--- src/logic/ads_pkg.sv ---
package ads_pkg;

  // Data widths with a meaning of their own
  typedef logic [31:0] cmd_word_t;   // One entry of the command buffer
  typedef logic [31:0] data_word_t;  // Two samples, first one in [15:0]
  typedef logic [15:0] sample_t;     // ADC sample or register readback
  typedef logic [23:0] spi_frame_t;  // MOSI frame, MSB first
  typedef logic [25:0] delay_t;      // Delay count in clk cycles
  typedef logic [2:0]  chan_t;       // ADC input channel

  // Opcode in command bits 31..30
  typedef enum logic [1:0] {
    CMD_WAIT     = 2'd0,  // Delay or trigger wait
    CMD_ADC_READ = 2'd1,  // Read all channels
    CMD_RESERVED = 2'd2,  // Not supported, reported as bad command
    CMD_CANCEL   = 2'd3   // Ends a pending wait
  } cmd_op_t;

  localparam int TRIG_BIT = 29;  // Wait for trigger instead of delay
  localparam int CONT_BIT = 28;  // Another command must follow

  // ADC register access over SPI
  localparam logic [4:0]  SPI_CMD_REG_WRITE = 5'd1;
  localparam logic [4:0]  SPI_CMD_REG_READ  = 5'd2;
  localparam logic [10:0] ADDR_OTF_CFG      = 11'h2A;  // On-the-fly config register
  localparam logic [7:0]  OTF_CFG_ENABLE    = 8'h01;   // Turns on-the-fly mode on

  localparam int NUM_CHANNELS = 8;

  function automatic cmd_op_t cmd_op(input cmd_word_t cmd);
    return cmd_op_t'(cmd[31:30]);
  endfunction

  function automatic delay_t cmd_delay(input cmd_word_t cmd);
    return delay_t'(cmd[25:0]);
  endfunction

  // Minimum n_cs high time per model, max of conversion time and cycle time less 16 bits
  function automatic logic [7:0] cs_high_cycles(input int model_id);
    case (model_id)
      8:       return 8'd34;   // ADS8168
      7:       return 8'd84;   // ADS8167
      default: return 8'd184;  // ADS8166 and anything unknown
    endcase
  endfunction

endpackage
--- src/logic/ads_adc_ctrl.sv ---
`timescale 1ns/1ps

module ads_adc_ctrl
  import ads_pkg::*;
#(
  parameter int ads_model_id = 8  // 8, 7 or 6 for ADS8168, ADS8167, ADS8166
) (
  input  logic       clk,
  input  logic       resetn,
  output logic       cmd_word_rd_en,
  input  cmd_word_t  cmd_word,
  input  logic       cmd_buf_empty,
  output logic       data_word_wr_en,
  output data_word_t data_word,
  input  logic       data_buf_full,
  input  logic       trigger,
  output logic       waiting_for_trig,
  output logic       setup_done,
  output logic       boot_fail,
  output logic       cmd_buf_underflow,
  output logic       data_buf_overflow,
  output logic       unexp_trig,
  output logic       bad_cmd,
  output logic       n_cs,
  output logic       mosi,
  input  logic       miso
);

  localparam logic [7:0] cs_high_time = cs_high_cycles(ads_model_id);

  logic       start_frame;
  spi_frame_t frame_word;
  logic       frame_long;
  logic       capture_en;
  logic       frame_done;
  logic       sample_valid;
  sample_t    sample;
  logic       run_sample_valid;
  logic       flush;
  logic       overflow;

  ads_cmd_seq ads_cmd_seq_inst (
    .clk               (clk),
    .resetn            (resetn),
    .cmd_word          (cmd_word),
    .cmd_buf_empty     (cmd_buf_empty),
    .cmd_word_rd_en    (cmd_word_rd_en),
    .trigger           (trigger),
    .waiting_for_trig  (waiting_for_trig),
    .setup_done        (setup_done),
    .boot_fail         (boot_fail),
    .cmd_buf_underflow (cmd_buf_underflow),
    .data_buf_overflow (data_buf_overflow),
    .unexp_trig        (unexp_trig),
    .bad_cmd           (bad_cmd),
    .start_frame       (start_frame),
    .frame_word        (frame_word),
    .frame_long        (frame_long),
    .capture_en        (capture_en),
    .frame_done        (frame_done),
    .sample_valid      (sample_valid),
    .sample            (sample),
    .run_sample_valid  (run_sample_valid),
    .flush             (flush),
    .overflow          (overflow)
  );

  ads_spi_engine ads_spi_engine_inst (
    .clk          (clk),
    .resetn       (resetn),
    .cs_high_time (cs_high_time),
    .start_frame  (start_frame),
    .frame_word   (frame_word),
    .frame_long   (frame_long),
    .capture_en   (capture_en),
    .frame_done   (frame_done),
    .sample_valid (sample_valid),
    .sample       (sample),
    .n_cs         (n_cs),
    .mosi         (mosi),
    .miso         (miso)
  );

  ads_sample_packer ads_sample_packer_inst (
    .clk              (clk),
    .resetn           (resetn),
    .run_sample_valid (run_sample_valid),
    .sample           (sample),
    .flush            (flush),
    .data_buf_full    (data_buf_full),
    .data_word_wr_en  (data_word_wr_en),
    .data_word        (data_word),
    .overflow         (overflow)
  );

endmodule

--- src/logic/ads_sample_packer.sv ---
`timescale 1ns/1ps

module ads_sample_packer
  import ads_pkg::*;
(
  input  logic       clk,
  input  logic       resetn,
  input  logic       run_sample_valid,
  input  sample_t    sample,
  input  logic       flush,
  input  logic       data_buf_full,
  output logic       data_word_wr_en,
  output data_word_t data_word,
  output logic       overflow
);

  sample_t first_q;      // Even channel waiting for its partner
  logic    have_first;
  logic    try_write;

  assign try_write       = run_sample_valid && have_first && !flush;
  assign overflow        = try_write && data_buf_full;   // Word dropped
  assign data_word       = {sample, first_q};            // First sample in the low half

  always_ff @(posedge clk) begin
    if (!resetn || flush)  have_first <= 1'b0;
    else if (run_sample_valid) have_first <= !have_first;
  end

  always_ff @(posedge clk) begin
    if (run_sample_valid && !have_first) first_q <= sample;
  end

  // A full buffer loses the write without a stall
  assign data_word_wr_en = try_write && !data_buf_full;

  // A lost word stops the controller on the next cycle
  assert property (@(posedge clk) disable iff (!resetn)
    overflow |=> flush);

endmodule

--- src/logic/ads_spi_engine.sv ---
`timescale 1ns/1ps

module ads_spi_engine
  import ads_pkg::*;
(
  input  logic       clk,
  input  logic       resetn,
  input  logic [7:0] cs_high_time,
  input  logic       start_frame,
  input  spi_frame_t frame_word,
  input  logic       frame_long,
  input  logic       capture_en,
  output logic       frame_done,
  output logic       sample_valid,
  output sample_t    sample,
  output logic       n_cs,
  output logic       mosi,
  input  logic       miso
);

  logic [7:0] cs_timer;     // Conversion time left
  logic       cs_wait;      // n_cs held high before the bits
  logic       long_q;       // 24-bit frame
  logic       cap_q;        // Capture MISO in this frame
  logic [4:0] bit_cnt;      // Bit being transferred
  logic [4:0] last_bit;
  logic       cs_release;
  spi_frame_t mosi_sr;
  sample_t    miso_sr;

  assign last_bit   = long_q ? 5'd23 : 5'd15;
  assign cs_release = cs_wait && (cs_timer <= 8'd1);    // Last high cycle
  assign frame_done = !n_cs && (bit_cnt == last_bit);   // Last bit cycle
  assign mosi       = !n_cs && mosi_sr[23];             // Quiet between frames
  assign sample     = miso_sr;

  always_ff @(posedge clk) begin
    if (!resetn) begin
      cs_timer <= '0;
      cs_wait  <= 1'b0;
    end else if (start_frame) begin
      cs_timer <= cs_high_time;
      cs_wait  <= 1'b1;
    end else begin
      if (cs_timer != '0) cs_timer <= cs_timer - 1'b1;
      if (cs_release)     cs_wait  <= 1'b0;
    end
  end

  // Frame shape, taken at the start pulse
  always_ff @(posedge clk) begin
    if (!resetn) begin
      long_q <= 1'b0;
      cap_q  <= 1'b0;
    end else if (start_frame) begin
      long_q <= frame_long;
      cap_q  <= capture_en;
    end
  end

  // One bit per clk while n_cs is low
  always_ff @(posedge clk) begin
    if (!resetn) begin
      n_cs    <= 1'b1;
      bit_cnt <= '0;
    end else if (cs_release) begin
      n_cs    <= 1'b0;
      bit_cnt <= '0;
    end else if (!n_cs) begin
      if (frame_done) begin
        n_cs    <= 1'b1;
        bit_cnt <= '0;
      end else begin
        bit_cnt <= bit_cnt + 1'b1;
      end
    end
  end

  always_ff @(posedge clk) begin
    if (start_frame) mosi_sr <= frame_word;
    else if (!n_cs)  mosi_sr <= {mosi_sr[22:0], 1'b0};  // MSB first
  end

  // Only the first 16 bits carry data
  always_ff @(posedge clk) begin
    if (!n_cs && cap_q && bit_cnt < 5'd16) miso_sr <= {miso_sr[14:0], miso};
  end

  always_ff @(posedge clk) begin
    if (!resetn) sample_valid <= 1'b0;
    else         sample_valid <= !n_cs && cap_q && (bit_cnt == 5'd15);
  end

  // n_cs low only inside a frame's bit window
  assert property (@(posedge clk) disable iff (!resetn)
    !n_cs |-> (bit_cnt <= last_bit) && !cs_wait);

  // Sequencer waits for the previous frame before starting the next
  assert property (@(posedge clk) disable iff (!resetn)
    start_frame |-> n_cs && !cs_wait);

endmodule

--- src/logic/ads_cmd_seq.sv ---
`timescale 1ns/1ps

module ads_cmd_seq
  import ads_pkg::*;
(
  input  logic       clk,
  input  logic       resetn,
  input  cmd_word_t  cmd_word,
  input  logic       cmd_buf_empty,
  output logic       cmd_word_rd_en,
  input  logic       trigger,
  output logic       waiting_for_trig,
  output logic       setup_done,
  output logic       boot_fail,
  output logic       cmd_buf_underflow,
  output logic       data_buf_overflow,
  output logic       unexp_trig,
  output logic       bad_cmd,
  output logic       start_frame,
  output spi_frame_t frame_word,
  output logic       frame_long,
  output logic       capture_en,
  input  logic       frame_done,
  input  logic       sample_valid,
  input  sample_t    sample,
  output logic       run_sample_valid,
  output logic       flush,
  input  logic       overflow
);

  typedef enum logic [3:0] {
    S_RESET, S_BOOT_WR, S_REQ_RD, S_READBACK, S_IDLE,
    S_DELAY, S_TRIG_WAIT, S_ADC_RD, S_ERROR
  } seq_state_t;

  seq_state_t state;
  seq_state_t next_state;
  cmd_op_t    op;             // Opcode of the buffer head
  logic       wait_trig;      // Trigger bit of the running command
  logic       expect_next;    // Continue bit of the running command
  delay_t     delay_timer;
  logic [3:0] frame_idx;      // Read frame 0..8
  logic       frames_done;    // Ninth read frame finished
  logic       cmd_done;
  logic       cancel_wait;
  logic       accept;
  logic       underflow;
  logic       readback_ok;
  logic       readback_bad;
  logic       trig_err;
  logic       op_err;
  logic       error;
  logic       issue_frame;
  spi_frame_t issue_word;
  logic       issue_long;
  logic       issue_cap;
  chan_t      next_chan;

  function automatic spi_frame_t reg_write_frame(input logic [10:0] addr, input logic [7:0] data);
    return {SPI_CMD_REG_WRITE, addr, data};
  endfunction

  function automatic spi_frame_t reg_read_frame(input logic [10:0] addr);
    return {SPI_CMD_REG_READ, addr, 8'd0};
  endfunction

  // On-the-fly sample request in the upper 16 bits of the frame
  function automatic spi_frame_t otf_sample_frame(input chan_t ch);
    return {2'b10, ch, 11'd0, 8'd0};
  endfunction

  assign op = cmd_op(cmd_word);

  // Current command has finished its wait
  always_comb begin
    case (state)
      S_IDLE:      cmd_done = !cmd_buf_empty;
      S_DELAY:     cmd_done = (delay_timer == '0);
      S_TRIG_WAIT: cmd_done = trigger;
      S_ADC_RD:    cmd_done = frames_done && !wait_trig && (delay_timer == '0);
      default:     cmd_done = 1'b0;
    endcase
  end

  assign cancel_wait = (state == S_DELAY || state == S_TRIG_WAIT
                        || (state == S_ADC_RD && frames_done))
                       && !cmd_buf_empty && (op == CMD_CANCEL);
  assign accept    = cmd_done && !cmd_buf_empty;
  assign underflow = cmd_done && cmd_buf_empty && expect_next;  // Promised command missing

  assign readback_ok  = (state == S_READBACK) && sample_valid && (sample[15:8] == OTF_CFG_ENABLE);
  assign readback_bad = (state == S_READBACK) && sample_valid && (sample[15:8] != OTF_CFG_ENABLE);
  assign trig_err     = trigger && (state != S_TRIG_WAIT);
  assign op_err       = accept && (op == CMD_RESERVED);
  assign error        = readback_bad || trig_err || op_err || underflow || overflow;

  assign cmd_word_rd_en   = accept || cancel_wait;
  assign waiting_for_trig = (state == S_TRIG_WAIT);
  assign run_sample_valid = sample_valid && (state != S_READBACK);  // Readback stays here
  assign flush            = (state == S_ERROR);

  always_comb begin
    next_state = state;
    if (error) begin
      next_state = S_ERROR;
    end else begin
      case (state)
        S_RESET:    next_state = S_BOOT_WR;
        S_BOOT_WR:  if (frame_done) next_state = S_REQ_RD;
        S_REQ_RD:   if (frame_done) next_state = S_READBACK;
        S_READBACK: if (readback_ok) next_state = S_IDLE;
        S_ERROR:    next_state = S_ERROR;  // Left only by reset
        default: begin
          if (cancel_wait) begin
            next_state = S_IDLE;
          end else if (accept) begin
            case (op)
              CMD_WAIT:     next_state = cmd_word[TRIG_BIT] ? S_TRIG_WAIT : S_DELAY;
              CMD_ADC_READ: next_state = S_ADC_RD;
              default:      next_state = S_IDLE;  // Cancel with nothing to cancel
            endcase
          end else if (cmd_done) begin
            next_state = S_IDLE;  // Buffer empty and nothing promised
          end else if (state == S_ADC_RD && frames_done && wait_trig) begin
            next_state = S_TRIG_WAIT;
          end
        end
      endcase
    end
  end

  always_ff @(posedge clk) begin
    if (!resetn) state <= S_RESET;
    else         state <= next_state;
  end

  always_ff @(posedge clk) begin
    if (!resetn || state == S_ERROR) begin
      wait_trig   <= 1'b0;
      expect_next <= 1'b0;
    end else if (cancel_wait) begin
      wait_trig   <= 1'b0;
      expect_next <= 1'b0;
    end else if (accept) begin
      if (op == CMD_WAIT || op == CMD_ADC_READ) begin
        wait_trig   <= cmd_word[TRIG_BIT];
        expect_next <= cmd_word[CONT_BIT];
      end else begin
        wait_trig   <= 1'b0;
        expect_next <= 1'b0;
      end
    end
  end

  // Delay counts from acceptance and runs on across the read frames
  always_ff @(posedge clk) begin
    if (!resetn || state == S_ERROR || cancel_wait) begin
      delay_timer <= '0;
    end else if (accept && (op == CMD_WAIT || op == CMD_ADC_READ)) begin
      delay_timer <= cmd_word[TRIG_BIT] ? '0 : cmd_delay(cmd_word);
    end else if (delay_timer != '0) begin
      delay_timer <= delay_timer - 1'b1;
    end
  end

  always_ff @(posedge clk) begin
    if (!resetn || state == S_ERROR) begin
      frame_idx   <= '0;
      frames_done <= 1'b0;
    end else if (accept && op == CMD_ADC_READ) begin
      frame_idx   <= '0;
      frames_done <= 1'b0;
    end else if (state == S_ADC_RD && frame_done) begin
      if (frame_idx == NUM_CHANNELS) frames_done <= 1'b1;
      else                           frame_idx   <= frame_idx + 1'b1;
    end
  end

  // Frame k asks for channel k and frame 8 wraps to channel 0
  assign next_chan = chan_t'(frame_idx + 4'd1);

  always_comb begin
    issue_frame = 1'b0;
    issue_word  = '0;
    issue_long  = 1'b0;
    issue_cap   = 1'b0;
    case (state)
      S_RESET: begin
        issue_frame = 1'b1;
        issue_word  = reg_write_frame(ADDR_OTF_CFG, OTF_CFG_ENABLE);
        issue_long  = 1'b1;
      end
      S_BOOT_WR: begin
        issue_frame = frame_done;
        issue_word  = reg_read_frame(ADDR_OTF_CFG);
        issue_long  = 1'b1;
      end
      S_REQ_RD: begin
        issue_frame = frame_done;  // No-op frame while the register value comes back on MISO
        issue_cap   = 1'b1;
      end
      S_ADC_RD: begin
        issue_frame = frame_done && (frame_idx != NUM_CHANNELS);
        issue_word  = otf_sample_frame(next_chan);
        issue_cap   = 1'b1;        // Returns the previous channel
      end
      default: ;
    endcase
    if (accept && op == CMD_ADC_READ) begin
      issue_frame = 1'b1;
      issue_word  = otf_sample_frame('0);
      issue_long  = 1'b0;
      issue_cap   = 1'b0;          // Nothing converted yet
    end
    if (error) issue_frame = 1'b0;
  end

  always_ff @(posedge clk) begin
    if (!resetn) begin
      start_frame <= 1'b0;
      frame_long  <= 1'b0;
      capture_en  <= 1'b0;
    end else begin
      start_frame <= issue_frame;
      if (issue_frame) begin
        frame_long <= issue_long;
        capture_en <= issue_cap;
      end
    end
  end

  always_ff @(posedge clk) begin
    if (issue_frame) frame_word <= issue_word;  // Held through the frame
  end

  always_ff @(posedge clk) begin
    if (!resetn || state == S_ERROR) setup_done <= 1'b0;
    else if (readback_ok)            setup_done <= 1'b1;
  end

  // Sticky error flags
  always_ff @(posedge clk) begin
    if (!resetn) begin
      boot_fail         <= 1'b0;
      cmd_buf_underflow <= 1'b0;
      data_buf_overflow <= 1'b0;
      unexp_trig        <= 1'b0;
      bad_cmd           <= 1'b0;
    end else begin
      if (readback_bad) boot_fail         <= 1'b1;
      if (underflow)    cmd_buf_underflow <= 1'b1;
      if (overflow)     data_buf_overflow <= 1'b1;
      if (trig_err)     unexp_trig        <= 1'b1;
      if (op_err)       bad_cmd           <= 1'b1;
    end
  end

  // Samples only come back while a state is there to take them
  assert property (@(posedge clk) disable iff (!resetn)
    sample_valid |-> state inside {S_READBACK, S_ADC_RD, S_ERROR});

endmodule

--- config.mk ---
export PLATFORM = sky130hd
export DESIGN_NAME = ads_adc_ctrl
export DESIGN_NICKNAME = d
export VERILOG_FILES = /design/src/logic/ads_pkg.sv /design/src/logic/ads_adc_ctrl.sv /design/src/logic/ads_sample_packer.sv /design/src/logic/ads_spi_engine.sv /design/src/logic/ads_cmd_seq.sv
export SDC_FILE = /design/constraint.sdc
export NUM_CORES = 1
export LEC_CHECK = 0
export BUFFER_PORTS_ARGS = -buffer_cell sky130_fd_sc_hd__buf_2
export CORE_MARGIN = 3
export CORE_UTILIZATION = 57
export CTS_BUF_LIST = sky130_fd_sc_hd__clkbuf_16
export DETAILED_ROUTE_END_ITERATION = 8
export PLACE_DENSITY = 0.83
export SYNTH_ARGS = -nofsm -noshare
export SYNTH_HDL_FRONTEND = slang
export SYNTH_SLANG_ARGS = --single-unit
--- constraint.sdc ---
create_clock -name clk -period 3.4 [get_ports clk]
set_clock_uncertainty 0.2 [all_clocks]
set_input_delay 0 -clock clk [delete_from_list [all_inputs] [get_ports clk]]
set_output_delay 0 -clock clk [all_outputs]
set_load 0.05 [all_outputs]
==> flow_summary_export.csv <==
group,metric,value,unit
clock_network,path_clk_slew,0.06,ns
power,p_seq_share,35.1,%
final_layout,nFillCells,532,
worst_hold_path,holdPathStages,2,
yosys,synthMuxAreaShare,1.69,%
worst_setup_path,endpoint_kind,"flip-flop",
placement,preCtsSetupSlack,0.485,ns
grt,grt-ovfl-total,0,
worst_setup_path,path_class,"flip-flop to flip-flop",
worst_hold_path,worstHoldEndpoint,"ads_spi_engine_inst.sample[0]$_DFFE_PP_",
yosys,synth_area_leaders,"edfxtp_1 (33%), dfxtp_1 (23%), nor2_1 (3.9%)",
power,switchingPower,1.90,mW
yosys,async_flop_share,0,%
power,ir_worst_vdd,0.673,mV
sta,setup_viol,0,
power,combPwrFrac,31.4,%
floorplanning,die_area,0.0111,mm^2
worst_setup_path,critPathMaxFanout,18,
yosys,yosysMostFrequentCell,"dfxtp_1",
placement,place_area,0.00618,mm^2
sta,hold_viol,0,
final_layout,utilization,78.9,%
grt,grt_pass1_wl,24800,um
floorplanning,ioPinCount,81,
run,maxCapViolCount,0,
clock_network,cts_tree,"yes",
final_layout,final_nets,728,
clock_network,clkLatencyLatePin,0.42,ns
drt,finalWirelength,15600,um
sta,fin_ws,0.103,ns
worst_hold_path,worstHoldStart,"miso",
worst_setup_path,cp.required,3.56,ns
yosys,yosys.cell_types.count,62,
worst_setup_path,rr_endpoint,"ads_cmd_seq_inst.delay_timer[4]$_SDFFE_PP0P_",
drt,antenna_left,0,
power,cellInternalPower,3.72,mW
worst_setup_path,worstPathArrival,3.46,ns
floorplanning,start_util,59.7,%
worst_setup_path,worstSetupStartpoint,"ads_cmd_seq_inst.delay_timer[17]$_SDFFE_PP0P_",
yosys,dominantRegCellSynth,"dfxtp_1",
grt,grtUsageTotal,28.8,%
sta,finalWorstPathRequiredPeriod,3.30,ns
final_layout,drive_above_1_share,20.1,%
sta,timing.setup.tns,0,ns
yosys,yosys_warnings,0,
sta,fmax,303,MHz
drt,dr_total_vias,4986,
power,power_density,756,mW/mm^2
sta,slew_headroom,28.9,%
yosys,synth_commonest_cells,"dfxtp_1 (65), edfxtp_1 (62), nor2_1 (59), nand2_1 (35), a21oi_1 (32)",
clock_network,cts_sinks,127,
sta,rsz0062_at_grt,"false",
sta,worstMarginPinSlew,1.07,ns
final_layout,areaGrowthSynthToFinish,32.1,%
power,clockPowerShare,33.5,%
yosys,avgSynthCellArea,10.6,um^2
clock_network,numCtsBuffers,17,
grt,gr-usage-met3,8.27,%
drt,first_pass_iters,8,
yosys,yosysSeqAreaShare,56.2,%
yosys,synthSimpleGateAreaFrac,20.4,%
yosys,synth_nets,575,
power,leakage,2.92,nW
worst_setup_path,start_kind,"flip-flop",
worst_setup_path,worst_r2r_path_depth,8,
yosys,syn_area,0.00563,mm^2
drt,viasPerCell,6.04,
yosys,synth_top_area_share,33.1,%
yosys,synth_top_family_by_area,"simple AND/OR/NAND/NOR gates",
grt,grt_max_degree,33,
grt,grt_pass1_vias,4860,
final_layout,regArea,0.00316,mm^2
final_layout,final_area,0.00743,mm^2
yosys,synthXorXnorAreaFrac,4.98,%
grt,use_met1,34.9,%
floorplanning,rows,35,
floorplanning,fp.dieW,105,um
grt,met2_usage,46.3,%
clock_network,clock-root-buffer,"clkbuf_16",
clock_network,htreeDepth,4,
floorplanning,die_y,105,um
worst_setup_path,r2r_start,"ads_cmd_seq_inst.delay_timer[17]$_SDFFE_PP0P_",
drt,wire_per_inst,18.9,um
yosys,synth_compound_area_share,12.1,%
outcome,outcome,"finished, final reports clean",
yosys,synthAdderAreaFrac,1.78,%
drt,drc_errors,0,
worst_setup_path,r2r_slack,0.10,ns
yosys,synth_edf_count,62,
final_layout,multi_input_area,0.00232,mm^2
placement,dp_hpwl,8210,um
worst_hold_path,hp-class,"primary input to flip-flop",
yosys,ys_ff_latch,127,
drt,drtIter0Drc,609,
placement,gp_congestion,0.888,
sta,finalCritPeriodShare,97.0,%
grt,busiest_layer,"met2",
floorplanning,core_area,0.00942,mm^2
yosys,syn_inst,529,
yosys,yosys.area.top_type,"edfxtp_1",
power,swShare,33.8,%
placement,port_buffers,78,
clock_network,cts_max_path_buffers,2,
sta,maxSlewViolCount,0,
grt,antenna_found_initial,1,
## area by class of cell
cell class / instances / area share (%)
Multi-Input combinational cell: 365 / 31.2
Antenna cell: 1 / 0.0337
Timing Repair Buffer: 153 / 14.9
Tap cell: 129 / 2.17
Inverter: 18 / 0.909
Clock buffer: 17 / 5.72
Sequential cell: 127 / 42.6
Clock inverter: 15 / 2.44
## power by group through the flow
| stage | Sequential [mW] | Clock (mW) | Combinational (mW) |
|---|---|---|---|
| 2_1_floorplan | 1.94 | 0 | 1.11 |
| 3_3_place_gp | 1.97 | 0 | 1.35 |
| 3_5_place_dp | 1.98 | 0 | 1.39 |
| 4_1_cts | 1.95 | 1.88 | 1.59 |
| 5_1_grt | 1.99 | 1.95 | 1.91 |
| 6_report | 1.97 | 1.88 | 1.76 |
## flip-flops by register name, summed over array words and instances (netlist names), 4 cells and up
| name | flops |
|---|---|
| ads_spi_engine_inst.sample | 16 |
| ads_spi_engine_inst.mosi_sr | 24 |
| ads_cmd_seq_inst.delay_timer | 26 |
| ads_cmd_seq_inst.frame_word | 6 |
| ads_spi_engine_inst.cs_timer | 8 |
| ads_sample_packer_inst.first_q | 16 |
| ads_spi_engine_inst.bit_cnt | 5 |
| ads_cmd_seq_inst.state | 4 |
| ads_cmd_seq_inst.frame_idx | 4 |
## per-stage QoR
stage	cells	total power [mW]	hold WS, ns
floorplan	529	3.05	-0.101
global placement	729	3.31	-0.0224
detailed placement	729	3.36	-0.0190
CTS	824	5.43	0.0818
global route	825	5.85	0.115
finish	825	5.62	0.105
## layer usage
metal / up-vias / part of all wire (%)
met5: - / 0
met3: 95 / 9.6
met2: 364 / 47
met4: 0 / 5.6
met1: 2306 / 38
li1: 2221 / -
## critical path: stages, from the launching register on
cell and delay, ns:
dfxtp_1 0.37, or4_4 0.60, nor3b_2 0.36, a31o_4 0.30, nand2_4 0.13, nor3_4 0.22, buf_4 0.30, o2bb2ai_1 0.17
dlygate4sd3_1 0.58
## cells in the final DEF (no fill, tap or decap), types with 4 or more instances in the layout
master | Yosys | layout
xnor2_1 | 18 | 18
dfxtp_1 | 65 | 65
nor2b_1 | 20 | 20
nor3_1 | 20 | 20
nor4_1 | 6 | 6
o2bb2ai_1 | 18 | 18
mux2_2 | 4 | 4
o21ai_0 | 11 | 11
buf_2 | 3 | 78
inv_1 | 16 | 16
a21oi_1 | 32 | 32
xor2_1 | 14 | 14
nand3b_1 | 6 | 6
nand2_1 | 35 | 35
nand2b_1 | 7 | 7
dlygate4sd3_1 | 0 | 63
mux2i_1 | 5 | 5
ha_1 | 8 | 8
buf_4 | 0 | 12
a211oi_1 | 10 | 10
and2_1 | 5 | 4
and3_1 | 5 | 5
clkbuf_16 | 0 | 17
nor3b_1 | 5 | 4
nand3_1 | 21 | 21
o21a_1 | 8 | 8
nor2_1 | 59 | 59
inv_6 | 0 | 6
edfxtp_1 | 62 | 62
## cell families (layout without fill, tap and decap cells)
group                      Yosys count  count (layout)
and+or+nand+nor                    216             216
DFF                                127             127
AOI/OAI and AO/OA                  100             100
buffers and inverters               37             203
xor gates and xnor gates            32              32
muxes                                9               9
adders and majority gates            8               8
other                                0               1
## worst max-delay path by stage
stage	end	slack, ns	cells after the start
final	ads_cmd_seq_inst.delay_timer[4]$_SDFFE_PP0P_	0.10	8
after global routing	ads_cmd_seq_inst.delay_timer[7]$_SDFFE_PP0P_	0.03	8
after CTS	ads_cmd_seq_inst.delay_timer[20]$_SDFFE_PP0P_	0.13	8
after detailed placement	ads_cmd_seq_inst.frame_word[13]$_SDFFCE_PP0P_	0.48	5
after global placement	ads_cmd_seq_inst.frame_word[0]$_SDFFCE_PP0P_	0.57	5
after floorplan	ads_cmd_seq_inst.frame_word[0]$_SDFFCE_PP0P_	0.11	6
## repair_timing
action	in CTS	in global routing
buffers inserted	0	0
hold buffers	63	0
endpoints found under the setup margin	0	26
endpoints found under the hold margin	66	0
gates resized for setup	0	3
No activity file was read; power rests on OpenSTA's default activity.
